### config.mk
export PLATFORM = sky130hd
export DESIGN_NAME = alu_pipeline_top
export DESIGN_NICKNAME = d
export VERILOG_FILES = /design/src/cpu_pkg.sv /design/src/alu_pipeline_top.sv /design/src/execute_stage.sv /design/src/decode_stage.sv /design/src/reg_file.sv /design/src/ctrl_unit.sv /design/src/alu.sv
export SDC_FILE = /design/constraint.sdc
export NUM_CORES = 2
export LEC_CHECK = 0
export BUFFER_PORTS_ARGS = -buffer_cell sky130_fd_sc_hd__clkbuf_2
export CORE_MARGIN = 2
export CORE_UTILIZATION = 60
export CTS_BUF_LIST = sky130_fd_sc_hd__clkbuf_8
export CTS_CLUSTER_SIZE = 16
export DETAILED_ROUTE_END_ITERATION = 10
export PLACE_DENSITY = 0.8
export SETUP_SLACK_MARGIN = 0.05
export SYNTH_ARGS = -nofsm -noshare
export SYNTH_HDL_FRONTEND = slang
export SYNTH_HIERARCHICAL = 1
export SYNTH_SLANG_ARGS = --single-unit
export TNS_END_PERCENT = 30
### constraint.sdc
create_clock -name i_clk -period 37.3 [get_ports i_clk]
set_input_delay 0 -clock i_clk [delete_from_list [all_inputs] [get_ports i_clk]]
set_output_delay 0 -clock i_clk [all_outputs]
set_load 0.1 [all_outputs]
### src/cpu_pkg.sv
`default_nettype none

package cpu_pkg;

    // Datapath and register file geometry
    localparam int XLEN       = 32;
    localparam int REG_ADDR_W = 5;
    localparam int NUM_REGS   = 32;
    localparam int SHAMT_W    = 5;

    typedef logic [XLEN-1:0]       word_t;
    typedef logic [REG_ADDR_W-1:0] reg_addr_t;

    // Only the two integer ALU opcodes are legal
    localparam logic [6:0] OPC_OP     = 7'b0110011;
    localparam logic [6:0] OPC_OP_IMM = 7'b0010011;

    // funct3 encodings shared by OP and OP_IMM
    localparam logic [2:0] F3_ADD_SUB = 3'b000;
    localparam logic [2:0] F3_SLL     = 3'b001;
    localparam logic [2:0] F3_SLT     = 3'b010;
    localparam logic [2:0] F3_SLTU    = 3'b011;
    localparam logic [2:0] F3_XOR     = 3'b100;
    localparam logic [2:0] F3_SRL_SRA = 3'b101;
    localparam logic [2:0] F3_OR      = 3'b110;
    localparam logic [2:0] F3_AND     = 3'b111;

    typedef enum logic [3:0] {
        ALU_ADD,
        ALU_SUB,
        ALU_SLL,
        ALU_SLT,
        ALU_SLTU,
        ALU_XOR,
        ALU_SRL,
        ALU_SRA,
        ALU_OR,
        ALU_AND
    } alu_op_e;

    // Source of an EX operand
    typedef enum logic [1:0] {
        FWD_NONE,
        FWD_MEM,
        FWD_WB
    } fwd_sel_e;

endpackage

`default_nettype wire
### src/alu_pipeline_top.sv
`timescale 1ns/1ps
`default_nettype none

module alu_pipeline_top import cpu_pkg::*; (
    input  logic      i_clk,
    input  logic      i_rst,
    input  logic      i_instr_vld,
    input  word_t     i_instr,
    output logic      o_wb_vld,
    output reg_addr_t o_wb_rd,
    output word_t     o_wb_data
);

    // ID/EX register contents
    logic      ex_vld;
    reg_addr_t ex_rd;
    reg_addr_t ex_rs1;
    reg_addr_t ex_rs2;
    word_t     ex_rs1_data;
    word_t     ex_rs2_data;
    word_t     ex_imm;
    alu_op_e   ex_alu_op;
    logic      ex_imm_sel;

    // Write-back port doubles as the retire outputs
    decode_stage u_decode (
        .i_clk          (i_clk),
        .i_rst          (i_rst),
        .i_instr_vld    (i_instr_vld),
        .i_instr        (i_instr),
        .i_wb_vld       (o_wb_vld),
        .i_wb_rd        (o_wb_rd),
        .i_wb_data      (o_wb_data),
        .o_ex_vld       (ex_vld),
        .o_ex_rd        (ex_rd),
        .o_ex_rs1       (ex_rs1),
        .o_ex_rs2       (ex_rs2),
        .o_ex_rs1_data  (ex_rs1_data),
        .o_ex_rs2_data  (ex_rs2_data),
        .o_ex_imm       (ex_imm),
        .o_ex_alu_op    (ex_alu_op),
        .o_ex_imm_sel   (ex_imm_sel)
    );

    execute_stage u_execute (
        .i_clk          (i_clk),
        .i_rst          (i_rst),
        .i_ex_vld       (ex_vld),
        .i_ex_rd        (ex_rd),
        .i_ex_rs1       (ex_rs1),
        .i_ex_rs2       (ex_rs2),
        .i_ex_rs1_data  (ex_rs1_data),
        .i_ex_rs2_data  (ex_rs2_data),
        .i_ex_imm       (ex_imm),
        .i_ex_alu_op    (ex_alu_op),
        .i_ex_imm_sel   (ex_imm_sel),
        .o_wb_vld       (o_wb_vld),
        .o_wb_rd        (o_wb_rd),
        .o_wb_data      (o_wb_data)
    );

endmodule

`default_nettype wire

### src/execute_stage.sv
`timescale 1ns/1ps
`default_nettype none

module execute_stage import cpu_pkg::*; (
    input  logic      i_clk,
    input  logic      i_rst,
    input  logic      i_ex_vld,
    input  reg_addr_t i_ex_rd,
    input  reg_addr_t i_ex_rs1,
    input  reg_addr_t i_ex_rs2,
    input  word_t     i_ex_rs1_data,
    input  word_t     i_ex_rs2_data,
    input  word_t     i_ex_imm,
    input  alu_op_e   i_ex_alu_op,
    input  logic      i_ex_imm_sel,
    output logic      o_wb_vld,
    output reg_addr_t o_wb_rd,
    output word_t     o_wb_data
);

    logic      mem_vld;
    reg_addr_t mem_rd;
    word_t     mem_data;
    fwd_sel_e  fwd_a;
    fwd_sel_e  fwd_b;
    word_t     op_a;
    word_t     rs2_val;
    word_t     op_b;
    word_t     alu_result;

    // Youngest producer wins, so MEM is checked before WB
    function automatic fwd_sel_e pick_src(
        input reg_addr_t rs,
        input logic      m_vld,
        input reg_addr_t m_rd,
        input logic      w_vld,
        input reg_addr_t w_rd
    );
        if (m_vld && m_rd == rs) begin
            return FWD_MEM;
        end else if (w_vld && w_rd == rs) begin
            return FWD_WB;
        end
        return FWD_NONE;
    endfunction

    function automatic word_t fwd_mux(
        input fwd_sel_e sel,
        input word_t    reg_val,
        input word_t    mem_val,
        input word_t    wb_val
    );
        case (sel)
            FWD_MEM: return mem_val;
            FWD_WB:  return wb_val;
            default: return reg_val;
        endcase
    endfunction

    assign fwd_a = pick_src(i_ex_rs1, mem_vld, mem_rd, o_wb_vld, o_wb_rd);
    assign fwd_b = pick_src(i_ex_rs2, mem_vld, mem_rd, o_wb_vld, o_wb_rd);

    assign op_a    = fwd_mux(fwd_a, i_ex_rs1_data, mem_data, o_wb_data);
    assign rs2_val = fwd_mux(fwd_b, i_ex_rs2_data, mem_data, o_wb_data);
    assign op_b    = i_ex_imm_sel ? i_ex_imm : rs2_val;

    alu u_alu (
        .i_op     (i_ex_alu_op),
        .i_a      (op_a),
        .i_b      (op_b),
        .o_result (alu_result)
    );

    // EX/MEM register
    always_ff @(posedge i_clk or posedge i_rst) begin
        if (i_rst) begin
            mem_vld  <= 1'b0;
            mem_rd   <= '0;
            mem_data <= '0;
        end else begin
            mem_vld  <= i_ex_vld;
            mem_rd   <= i_ex_rd;
            mem_data <= alu_result;
        end
    end

    // MEM/WB register with nothing to do in MEM
    always_ff @(posedge i_clk or posedge i_rst) begin
        if (i_rst) begin
            o_wb_vld  <= 1'b0;
            o_wb_rd   <= '0;
            o_wb_data <= '0;
        end else begin
            o_wb_vld  <= mem_vld;
            o_wb_rd   <= mem_rd;
            o_wb_data <= mem_data;
        end
    end

    // A bubble or an x0 slot in EX/MEM must never feed an operand
    a_fwd_mem_live: assert property (@(posedge i_clk) disable iff (i_rst)
        (fwd_a == FWD_MEM || fwd_b == FWD_MEM) |-> (mem_vld && mem_rd != '0))
        else $error("execute_stage: MEM forward selected from an empty or x0 slot");

endmodule

`default_nettype wire

### src/decode_stage.sv
`timescale 1ns/1ps
`default_nettype none

module decode_stage import cpu_pkg::*; (
    input  logic      i_clk,
    input  logic      i_rst,
    input  logic      i_instr_vld,
    input  word_t     i_instr,
    input  logic      i_wb_vld,
    input  reg_addr_t i_wb_rd,
    input  word_t     i_wb_data,
    output logic      o_ex_vld,
    output reg_addr_t o_ex_rd,
    output reg_addr_t o_ex_rs1,
    output reg_addr_t o_ex_rs2,
    output word_t     o_ex_rs1_data,
    output word_t     o_ex_rs2_data,
    output word_t     o_ex_imm,
    output alu_op_e   o_ex_alu_op,
    output logic      o_ex_imm_sel
);

    logic       if_vld;
    word_t      if_instr;
    reg_addr_t  id_rs1;
    reg_addr_t  id_rs2;
    reg_addr_t  id_rd;
    logic [2:0] id_funct3;
    word_t      id_rs1_data;
    word_t      id_rs2_data;
    word_t      id_imm;
    logic       id_vld;
    alu_op_e    id_alu_op;
    logic       id_imm_sel;

    // IF/ID register
    always_ff @(posedge i_clk or posedge i_rst) begin
        if (i_rst) begin
            if_vld   <= 1'b0;
            if_instr <= '0;
        end else begin
            if_vld   <= i_instr_vld;
            if_instr <= i_instr;
        end
    end

    assign id_rs1    = if_instr[19:15];
    assign id_rs2    = if_instr[24:20];
    assign id_rd     = if_instr[11:7];
    assign id_funct3 = if_instr[14:12];

    // Shift immediates carry only the shamt, bit 30 selects SRA
    always_comb begin
        if (id_funct3 == F3_SLL || id_funct3 == F3_SRL_SRA) begin
            id_imm = {{(XLEN-SHAMT_W){1'b0}}, if_instr[20 +: SHAMT_W]};
        end else begin
            id_imm = {{(XLEN-12){if_instr[31]}}, if_instr[31:20]};
        end
    end

    ctrl_unit u_ctrl (
        .i_instr     (if_instr),
        .i_instr_vld (if_vld),
        .o_vld       (id_vld),
        .o_alu_op    (id_alu_op),
        .o_imm_sel   (id_imm_sel)
    );

    reg_file u_regs (
        .i_clk       (i_clk),
        .i_rst       (i_rst),
        .i_wr_en     (i_wb_vld),
        .i_wr_addr   (i_wb_rd),
        .i_wr_data   (i_wb_data),
        .i_rs1_addr  (id_rs1),
        .i_rs2_addr  (id_rs2),
        .o_rs1_data  (id_rs1_data),
        .o_rs2_data  (id_rs2_data)
    );

    // ID/EX register, a bubble arrives with the valid bit low
    always_ff @(posedge i_clk or posedge i_rst) begin
        if (i_rst) begin
            o_ex_vld      <= 1'b0;
            o_ex_rd       <= '0;
            o_ex_rs1      <= '0;
            o_ex_rs2      <= '0;
            o_ex_rs1_data <= '0;
            o_ex_rs2_data <= '0;
            o_ex_imm      <= '0;
            o_ex_alu_op   <= ALU_ADD;
            o_ex_imm_sel  <= 1'b0;
        end else begin
            o_ex_vld      <= id_vld;
            o_ex_rd       <= id_rd;
            o_ex_rs1      <= id_rs1;
            o_ex_rs2      <= id_rs2;
            o_ex_rs1_data <= id_rs1_data;
            o_ex_rs2_data <= id_rs2_data;
            o_ex_imm      <= id_imm;
            o_ex_alu_op   <= id_alu_op;
            o_ex_imm_sel  <= id_imm_sel;
        end
    end

endmodule

`default_nettype wire

### src/reg_file.sv
`timescale 1ns/1ps
`default_nettype none

module reg_file import cpu_pkg::*; (
    input  logic      i_clk,
    input  logic      i_rst,
    input  logic      i_wr_en,
    input  reg_addr_t i_wr_addr,
    input  word_t     i_wr_data,
    input  reg_addr_t i_rs1_addr,
    input  reg_addr_t i_rs2_addr,
    output word_t     o_rs1_data,
    output word_t     o_rs2_data
);

    // x0 has no storage
    word_t regs [1:NUM_REGS-1];

    always_ff @(posedge i_clk or posedge i_rst) begin
        if (i_rst) begin
            for (int i = 1; i < NUM_REGS; i++) begin
                regs[i] <= '0;
            end
        end else if (i_wr_en && i_wr_addr != '0) begin
            regs[i_wr_addr] <= i_wr_data;
        end
    end

    // Same-cycle write shows through to the reader
    function automatic word_t read_port(input reg_addr_t addr);
        if (addr == '0) begin
            return '0;
        end else if (i_wr_en && i_wr_addr == addr) begin
            return i_wr_data;
        end
        return regs[addr];
    endfunction

    assign o_rs1_data = read_port(i_rs1_addr);
    assign o_rs2_data = read_port(i_rs2_addr);

    // Decode must have filtered x0 destinations long before write-back
    a_no_x0_write: assert property (@(posedge i_clk) disable iff (i_rst)
        i_wr_en |-> i_wr_addr != '0)
        else $error("reg_file: write enable with rd = x0");

endmodule

`default_nettype wire

### src/ctrl_unit.sv
`timescale 1ns/1ps
`default_nettype none

module ctrl_unit import cpu_pkg::*; (
    input  word_t   i_instr,
    input  logic    i_instr_vld,
    output logic    o_vld,
    output alu_op_e o_alu_op,
    output logic    o_imm_sel
);

    logic [6:0] opcode;
    logic [2:0] funct3;
    logic       bit30;
    reg_addr_t  rd;
    logic       is_op;
    logic       is_op_imm;

    assign opcode    = i_instr[6:0];
    assign funct3    = i_instr[14:12];
    assign bit30     = i_instr[30];
    assign rd        = i_instr[11:7];
    assign is_op     = (opcode == OPC_OP);
    assign is_op_imm = (opcode == OPC_OP_IMM);

    // A write to x0 retires nothing, so it is dropped here
    assign o_vld     = i_instr_vld && (is_op || is_op_imm) && (rd != '0);
    assign o_imm_sel = is_op_imm;

    always_comb begin
        o_alu_op = ALU_ADD;
        case (funct3)
            // ADDI has no SUB form, bit 30 is immediate data there
            F3_ADD_SUB: o_alu_op = (is_op && bit30) ? ALU_SUB : ALU_ADD;
            F3_SLL:     o_alu_op = ALU_SLL;
            F3_SLT:     o_alu_op = ALU_SLT;
            F3_SLTU:    o_alu_op = ALU_SLTU;
            F3_XOR:     o_alu_op = ALU_XOR;
            F3_SRL_SRA: o_alu_op = bit30 ? ALU_SRA : ALU_SRL;
            F3_OR:      o_alu_op = ALU_OR;
            F3_AND:     o_alu_op = ALU_AND;
            default:    o_alu_op = ALU_ADD;
        endcase
    end

    // Valid instructions must leave decode with a clean operation
    always_comb begin
        if (o_vld) begin
            assert (!$isunknown(o_alu_op))
                else $error("ctrl_unit: unknown ALU op on a valid instruction");
        end
    end

endmodule

`default_nettype wire

### src/alu.sv
`timescale 1ns/1ps
`default_nettype none

module alu import cpu_pkg::*; (
    input  alu_op_e i_op,
    input  word_t   i_a,
    input  word_t   i_b,
    output word_t   o_result
);

    logic [SHAMT_W-1:0] shamt;
    logic               lt_signed;
    logic               lt_unsigned;

    // Shift amount from the low bits of operand B
    assign shamt       = i_b[SHAMT_W-1:0];
    assign lt_signed   = $signed(i_a) < $signed(i_b);
    assign lt_unsigned = i_a < i_b;

    always_comb begin
        case (i_op)
            ALU_ADD:  o_result = i_a + i_b;
            ALU_SUB:  o_result = i_a - i_b;
            ALU_SLL:  o_result = i_a << shamt;
            ALU_SLT:  o_result = {{(XLEN-1){1'b0}}, lt_signed};
            ALU_SLTU: o_result = {{(XLEN-1){1'b0}}, lt_unsigned};
            ALU_XOR:  o_result = i_a ^ i_b;
            ALU_SRL:  o_result = i_a >> shamt;
            ALU_SRA:  o_result = $signed(i_a) >>> shamt;
            ALU_OR:   o_result = i_a | i_b;
            ALU_AND:  o_result = i_a & i_b;
            default:  o_result = '0;
        endcase
    end

endmodule

`default_nettype wire

* After elaboration in Yosys (flattened, before gate mapping)
Cells that the tools add are included.
** Word-level totals
- Output and inout bits :: 38
- Bits of input ports :: 35
- Bits in registers :: 1218
** Cells by class
- Order comparisons :: 6
- Mux-type cells :: 37
- Bitwise operators :: 6
- Equality and inequality tests :: 28
- Reductions and logical operators :: 19
- Shift-type cells :: 3
- Add/sub/neg operators :: 2
** Operators by type and width (number)
- $bwmux W992 :: 1
- $mux W32 :: 13
- $bmux W32 S5 :: 2
- $pmux W32 S10 :: 1
- $demux W32 S5 :: 1
- $pmux W32 S2 :: 2
- $lt A32 B32 Y1 :: 2
- $add A32 B32 Y32 :: 1
- $and A32 B32 Y32 :: 1
- $or A32 B32 Y32 :: 1
- $pmux W4 S8 :: 1
- $shl A32 B5 Y32 :: 1
- $shr A32 B5 Y32 :: 1
- $sshr A32 B5 Y32 :: 1
- $sub A32 B32 Y32 :: 1
- $xor A32 B32 Y32 :: 1
- $eq A5 B5 Y1 :: 6
- $ge A6 B6 Y1 const B :: 3
- $not A5 Y6 :: 3
- $eq A4 B3 Y1 const B :: 4
- $eq A3 B3 Y1 const B :: 4
- $mux W2 :: 6
- $logic_and A1 B1 Y1 :: 11
- $logic_not A5 Y1 :: 2
- 15 further kinds :: 31

* Logic depth before layout (Yosys ltp)
- Depth after elaboration :: 10
- Depth in mapped cells :: 22

* By module
Netlist, hierarchy kept.
** By module, submodules not included
- reg_file :: cells an instance 4445, area each 53453.8 sq um, times used 1
- alu :: cells an instance 1231, area each 8196.6 sq um, times used 1
- execute_stage :: cells an instance 395, area each 3948.8 sq um, times used 1
- decode_stage :: cells an instance 159, area each 3379.5 sq um, times used 1
- ctrl_unit :: cells an instance 18, area each 112.6 sq um, times used 1

* Least setup slack after synthesis
OpenSTA, ideal clock, no wires.
- Path type :: register to register
- From :: register u_execute.o_wb_rd[0]
- To :: register u_execute.mem_data[18]
- Data required time :: 37158 ps
- Setup time :: 142 ps
- Arrival time :: 5116 ps
- Path buffers :: 5
- Setup slack :: 32042 ps
- Period minus slack after synthesis :: 5258 ps
- Stages on the path, launching flop included :: 22
- Cells stage by stage :: dfrtp_1 > xnor2_1 > and4_1 > a22o_2 > buf_4 > nor2_1 > o32a_1 > clkbuf_1 > inv_2 > buf_1 > clkbuf_1 > ha_1 > buf_2 > nor2_1 > nor2_1 > o221ai_2 > a311oi_2 > a21o_1 > or3_1 > a41oi_1 > xor2_1 > o221ai_1
** On the way
- Longest elaborated chain between the ends :: 10
- Elaborated cells between the ends (all ways) :: 26
- Those cells by class :: add/sub (2); eq/ne (6); shift (3); mux (10); bitwise (3); reduce/logical (2)
** RTL lines
- start, declared :: line execute_stage.sv:17 : output reg_addr_t o_wb_rd,
- start signal, assigned :: line execute_stage.sv:95 : o_wb_rd <= mem_rd;
- $eq A5 B5 Y1 * :: line execute_stage.sv:41 : end else if (w_vld && w_rd == rs) begin
- $logic_and A1 B1 Y1 * :: line execute_stage.sv:41
- $mux W1 * :: line execute_stage.sv:41
- $mux W1 * :: line execute_stage.sv:39 : if (m_vld && m_rd == rs) begin
- $mux W2 * :: line execute_stage.sv:44 : return FWD_NONE;
- $eq A2 B2 Y1 or $eq A2 B1 Y1 (tied branches) :: line execute_stage.sv:53 : case (sel)
- $pmux W32 S2 * :: line execute_stage.sv:53
- $mux W32 * :: line execute_stage.sv:65 : assign op_b = i_ex_imm_sel ? i_ex_imm : rs2_val;
- via u_execute.op_b[2] :: line execute_stage.sv:28 : word_t op_b;
- $sub A32 B32 Y32 (tied with other cells) :: line alu.sv:23 : ALU_SUB: o_result = i_a - i_b;
- $pmux W32 S10 * :: line alu.sv:21 : case (i_op)
- via u_execute.alu_result[18] :: line execute_stage.sv:29 : word_t alu_result;
- end signal, assigned :: line execute_stage.sv:83 : mem_data <= alu_result;
- end, declared :: line execute_stage.sv:23 : word_t mem_data;
The timed path passes the listed nets; every way through them passes the cells marked *.
A chain may end at the register's enable or synchronous reset.

* Final worst setup path
- From :: register u_execute.o_wb_rd[2]
- To :: register u_execute.mem_data[31]
Same word-level chain as after synthesis.

==> qor.txt <==
Status -> completed
DP Area -> 0.07006 mm^2
Fin Clk Skew -> 0.06645 ns
RR Endpoint -> u_execute/mem_data[31]
Pwr per Cell Area -> 42.85 mW/mm^2
Syn avg cell area -> 11.06 um^2
Max-cap violations -> 0
Die area -> 0.1179 mm^2
Largest net degree at the start of global routing -> 169
R2R depth -> 18
Total wire length -> 244.9 mm
# H-tree levels -> 4
Iteration-0 DRC Markers -> 7904
CP Capture Type -> register
Worst hold endpoint -> u_decode/if_instr[2]
Sequential-to-total area share from yosys stat -> 43.21%
Maximum vdd drop -> 0.00004068 V
Mapped Cells -> 6248
Resized Gates After CTS -> 0
Setup TNS -> 0 ns
Residual DRC count -> 0
Finished Core Util -> 65.48%
Critical path data required time -> 38.17 ns
Number of cells on the worst hold path -> 3
FP Rows -> 124
Main flop type after synthesis -> dfrtp_1
Clock Latency Late Sink -> 0.93 ns
Root Buffer -> clkbuf_8
Core area -> 0.1143 mm^2
Clk slew on worst S/H paths -> 0.07 ns
Crit Path Category -> reg -> reg
Post-DR wirelength/cell -> 31.18 um
Final ANT Viol Nets -> 0
Global route overflow -> 0
R2r startpoint -> u_execute/o_wb_rd[2]
TritonCTS clock tree -> done
Die height -> 343.3 um
IO Pins -> 73
Worst-Margin Slew -> 1.226 ns
Hold_sp -> i_instr[2]
Setup crit start kind -> register
Drt via density -> 7.201
Critical Path AT -> 7.05 ns
Vias in the first global route -> 56.22k
Final Cell Area -> 0.07487 mm^2
Synth cell types -> 97
Fin crit period -> 6.185 ns
First-pass GRT wire length -> 361.2 mm
Die Span X -> 343.3 um
Synth async-reset ratio -> 100.0%
Seq cells post-synth -> 1193
Area Growth Syn to Fin -> 8.367%
Final Hold Vio Count -> 0
Fmax -> 0.1617 GHz
Leakage power -> 33.99 nW
Reg2reg setup slack -> 31.12 ns
Port bufs -> 72
GP Congestion -> 1.062
Final net count -> 6315
First-pass detailed-route iteration total -> 8
RSZ-0062 raised after global routing -> false
YS warnings -> 6
Number of enable flip-flop cells after synthesis -> 0
CTS Buffer Depth -> 3
Post-Syn Nets -> 6384
Critical Path Fanout Max -> 56
Clk sinks -> 1193
Hold Path Class -> in -> reg
Total CTS buffers -> 193
Synth Cell Area -> 0.06909 mm^2
Yosys top cell area share -> 43.21%
Routed vias -> 56.57k
Final period util -> 16.58%
Post-DP HPWL -> 149.8 mm
Synth area leaders -> dfrtp_1 43%, mux4_2 12%, mux2_2 11%
Commonest cells post-synth -> 1193 x dfrtp_1, 790 x nand2_1, 647 x mux2_2, 599 x o21ai_0, 365 x mux4_2
Top cell type by total area after synthesis -> dfrtp_1
Critical path origin -> u_execute/o_wb_rd[2]
Most frequent cell after synthesis -> dfrtp_1
Final setup viols -> 0
GR Util All Layers -> 41.51%
Slew margin rel. -> 18.19%
Initial antenna violation count -> 10
Initial core utilization -> 60.42%
Layout cell share with drive strength beyond 1 -> 26.28%
Slew Limit Fails -> 0
# fillers -> 8261
==> placed cells by master, fill, tap and decap left out, types with 70 or more instances in the layout <==
| cell | count |
|---|---|
| dfrtp_1 | 1183 |
| nand2_1 | 775 |
| mux2_2 | 647 |
| o21ai_0 | 597 |
| mux4_2 | 365 |
| mux2i_1 | 322 |
| nor2_1 | 296 |
| clkbuf_8 | 249 |
| a21oi_1 | 208 |
| inv_1 | 207 |
| buf_4 | 173 |
| a221oi_1 | 135 |
| ha_1 | 99 |
| a211oi_1 | 80 |
| clkbuf_2 | 72 |
| a21o_1 | 70 |
==> power breakdown <==
group / internal (W) / switching, W
registers: 0.00133 / 0.0000660
logic: 0.000159 / 0.000445
clock network: 0.000649 / 0.000559
==> cell type report <==
| cell class | instances | area [um^2] | share of cell area (%) |
|---|---|---|---|
| inverters | 160 | 614.3 | 0.8205 |
| diodes | 11 | 27.53 | 0.03676 |
| flip-flops and latches | 1193 | 29880 | 39.91 |
| well taps | 1512 | 1892 | 2.527 |
| clock buffers | 249 | 3427 | 4.577 |
| multi-input cells | 4314 | 35930 | 47.99 |
| clock inverters | 99 | 678.2 | 0.9057 |
| repair buffers | 317 | 2420 | 3.232 |
==> per-layer routing <==
metal	part of all wire (%)	track usage [%]	vias up
met1	35	51.68	28080
li1	-	-	22760
met5	0.012	0	-
met4	7.8	28.09	4
met3	13	14.24	1306
met2	44	61.54	4420
==> cells by family (layout without fill, tap and decap cells) <==
group           after synthesis  in the layout  synth area share [%]
compound gates             1417           1417                 13.06
xor+xnor                     53             53                0.6719
fa+ha+maj                   101            101                 1.851
buf+inv                     741            825                 5.141
flops                      1193           1193                 43.21
mux                        1352           1352                 27.40
other cells                   0             11                     0
simple gates               1391           1391                 8.667
==> state kept, by name (all words and copies together), names as in the netlist, 12 cells and up <==
register and flops:
u_decode/o_ex_rs2_data 32, u_decode/u_regs/regs 992, u_decode/o_ex_rs1_data 32, u_decode/o_ex_imm 12
u_execute/mem_data 32, u_decode/if_instr 32, u_execute/o_wb_data 32
==> through the flow <==
stage | total power, W | hold WS (ns) | setup slack, ns | instances
6_report | 0.003208 | 0.2462 | 31.12 | 7855
5_1_grt | 0.003293 | 0.2324 | 30.88 | 7846
4_1_cts | 0.003181 | 0.1959 | 31.34 | 7844
3_5_place_dp | 0.001985 | 0.04651 | 31.36 | 7428
3_3_place_gp | 0.001983 | 0.05090 | 31.46 | 7428
2_1_floorplan | 0.001777 | 0.03143 | 9.391 | 6248
==> critical path, cell delays in order (launching register included) <==
cell and delay (ns):
dfrtp_1 0.58, xnor2_1 0.32, and4_1 0.28, a22o_2 0.59, nor2_1 0.13, o32a_2 0.36, buf_4 0.32, inv_2 0.10
buf_4 0.56, ha_1 0.46, nand2b_1 0.11, o311ai_1 0.17, a21oi_1 0.43, o31ai_2 0.24, o311ai_2 0.60, a21oi_1 0.12
or3_1 0.35, o211a_1 0.22, o21ai_1 0.13
==> worst max-delay path by stage <==
stage,end,slack [ns],cells past startpoint
6_report,u_execute/mem_data[31],31.12,18
5_1_grt,u_execute/mem_data[26],30.88,18
4_1_cts,u_execute/mem_data[0],31.34,16
3_5_place_dp,u_execute/mem_data[0],31.36,16
3_3_place_gp,u_execute/mem_data[0],31.46,16
2_1_floorplan,u_decode/u_regs/regs[0],9.39,1
==> timing repair <==
item / 4_1_cts / 5_1_grt
hold endpoints to repair: 292 / 0
hold buffers: 68 / 0
setup buffers: 0 / 0
Note: power is estimated with default switching activity, not from simulation.
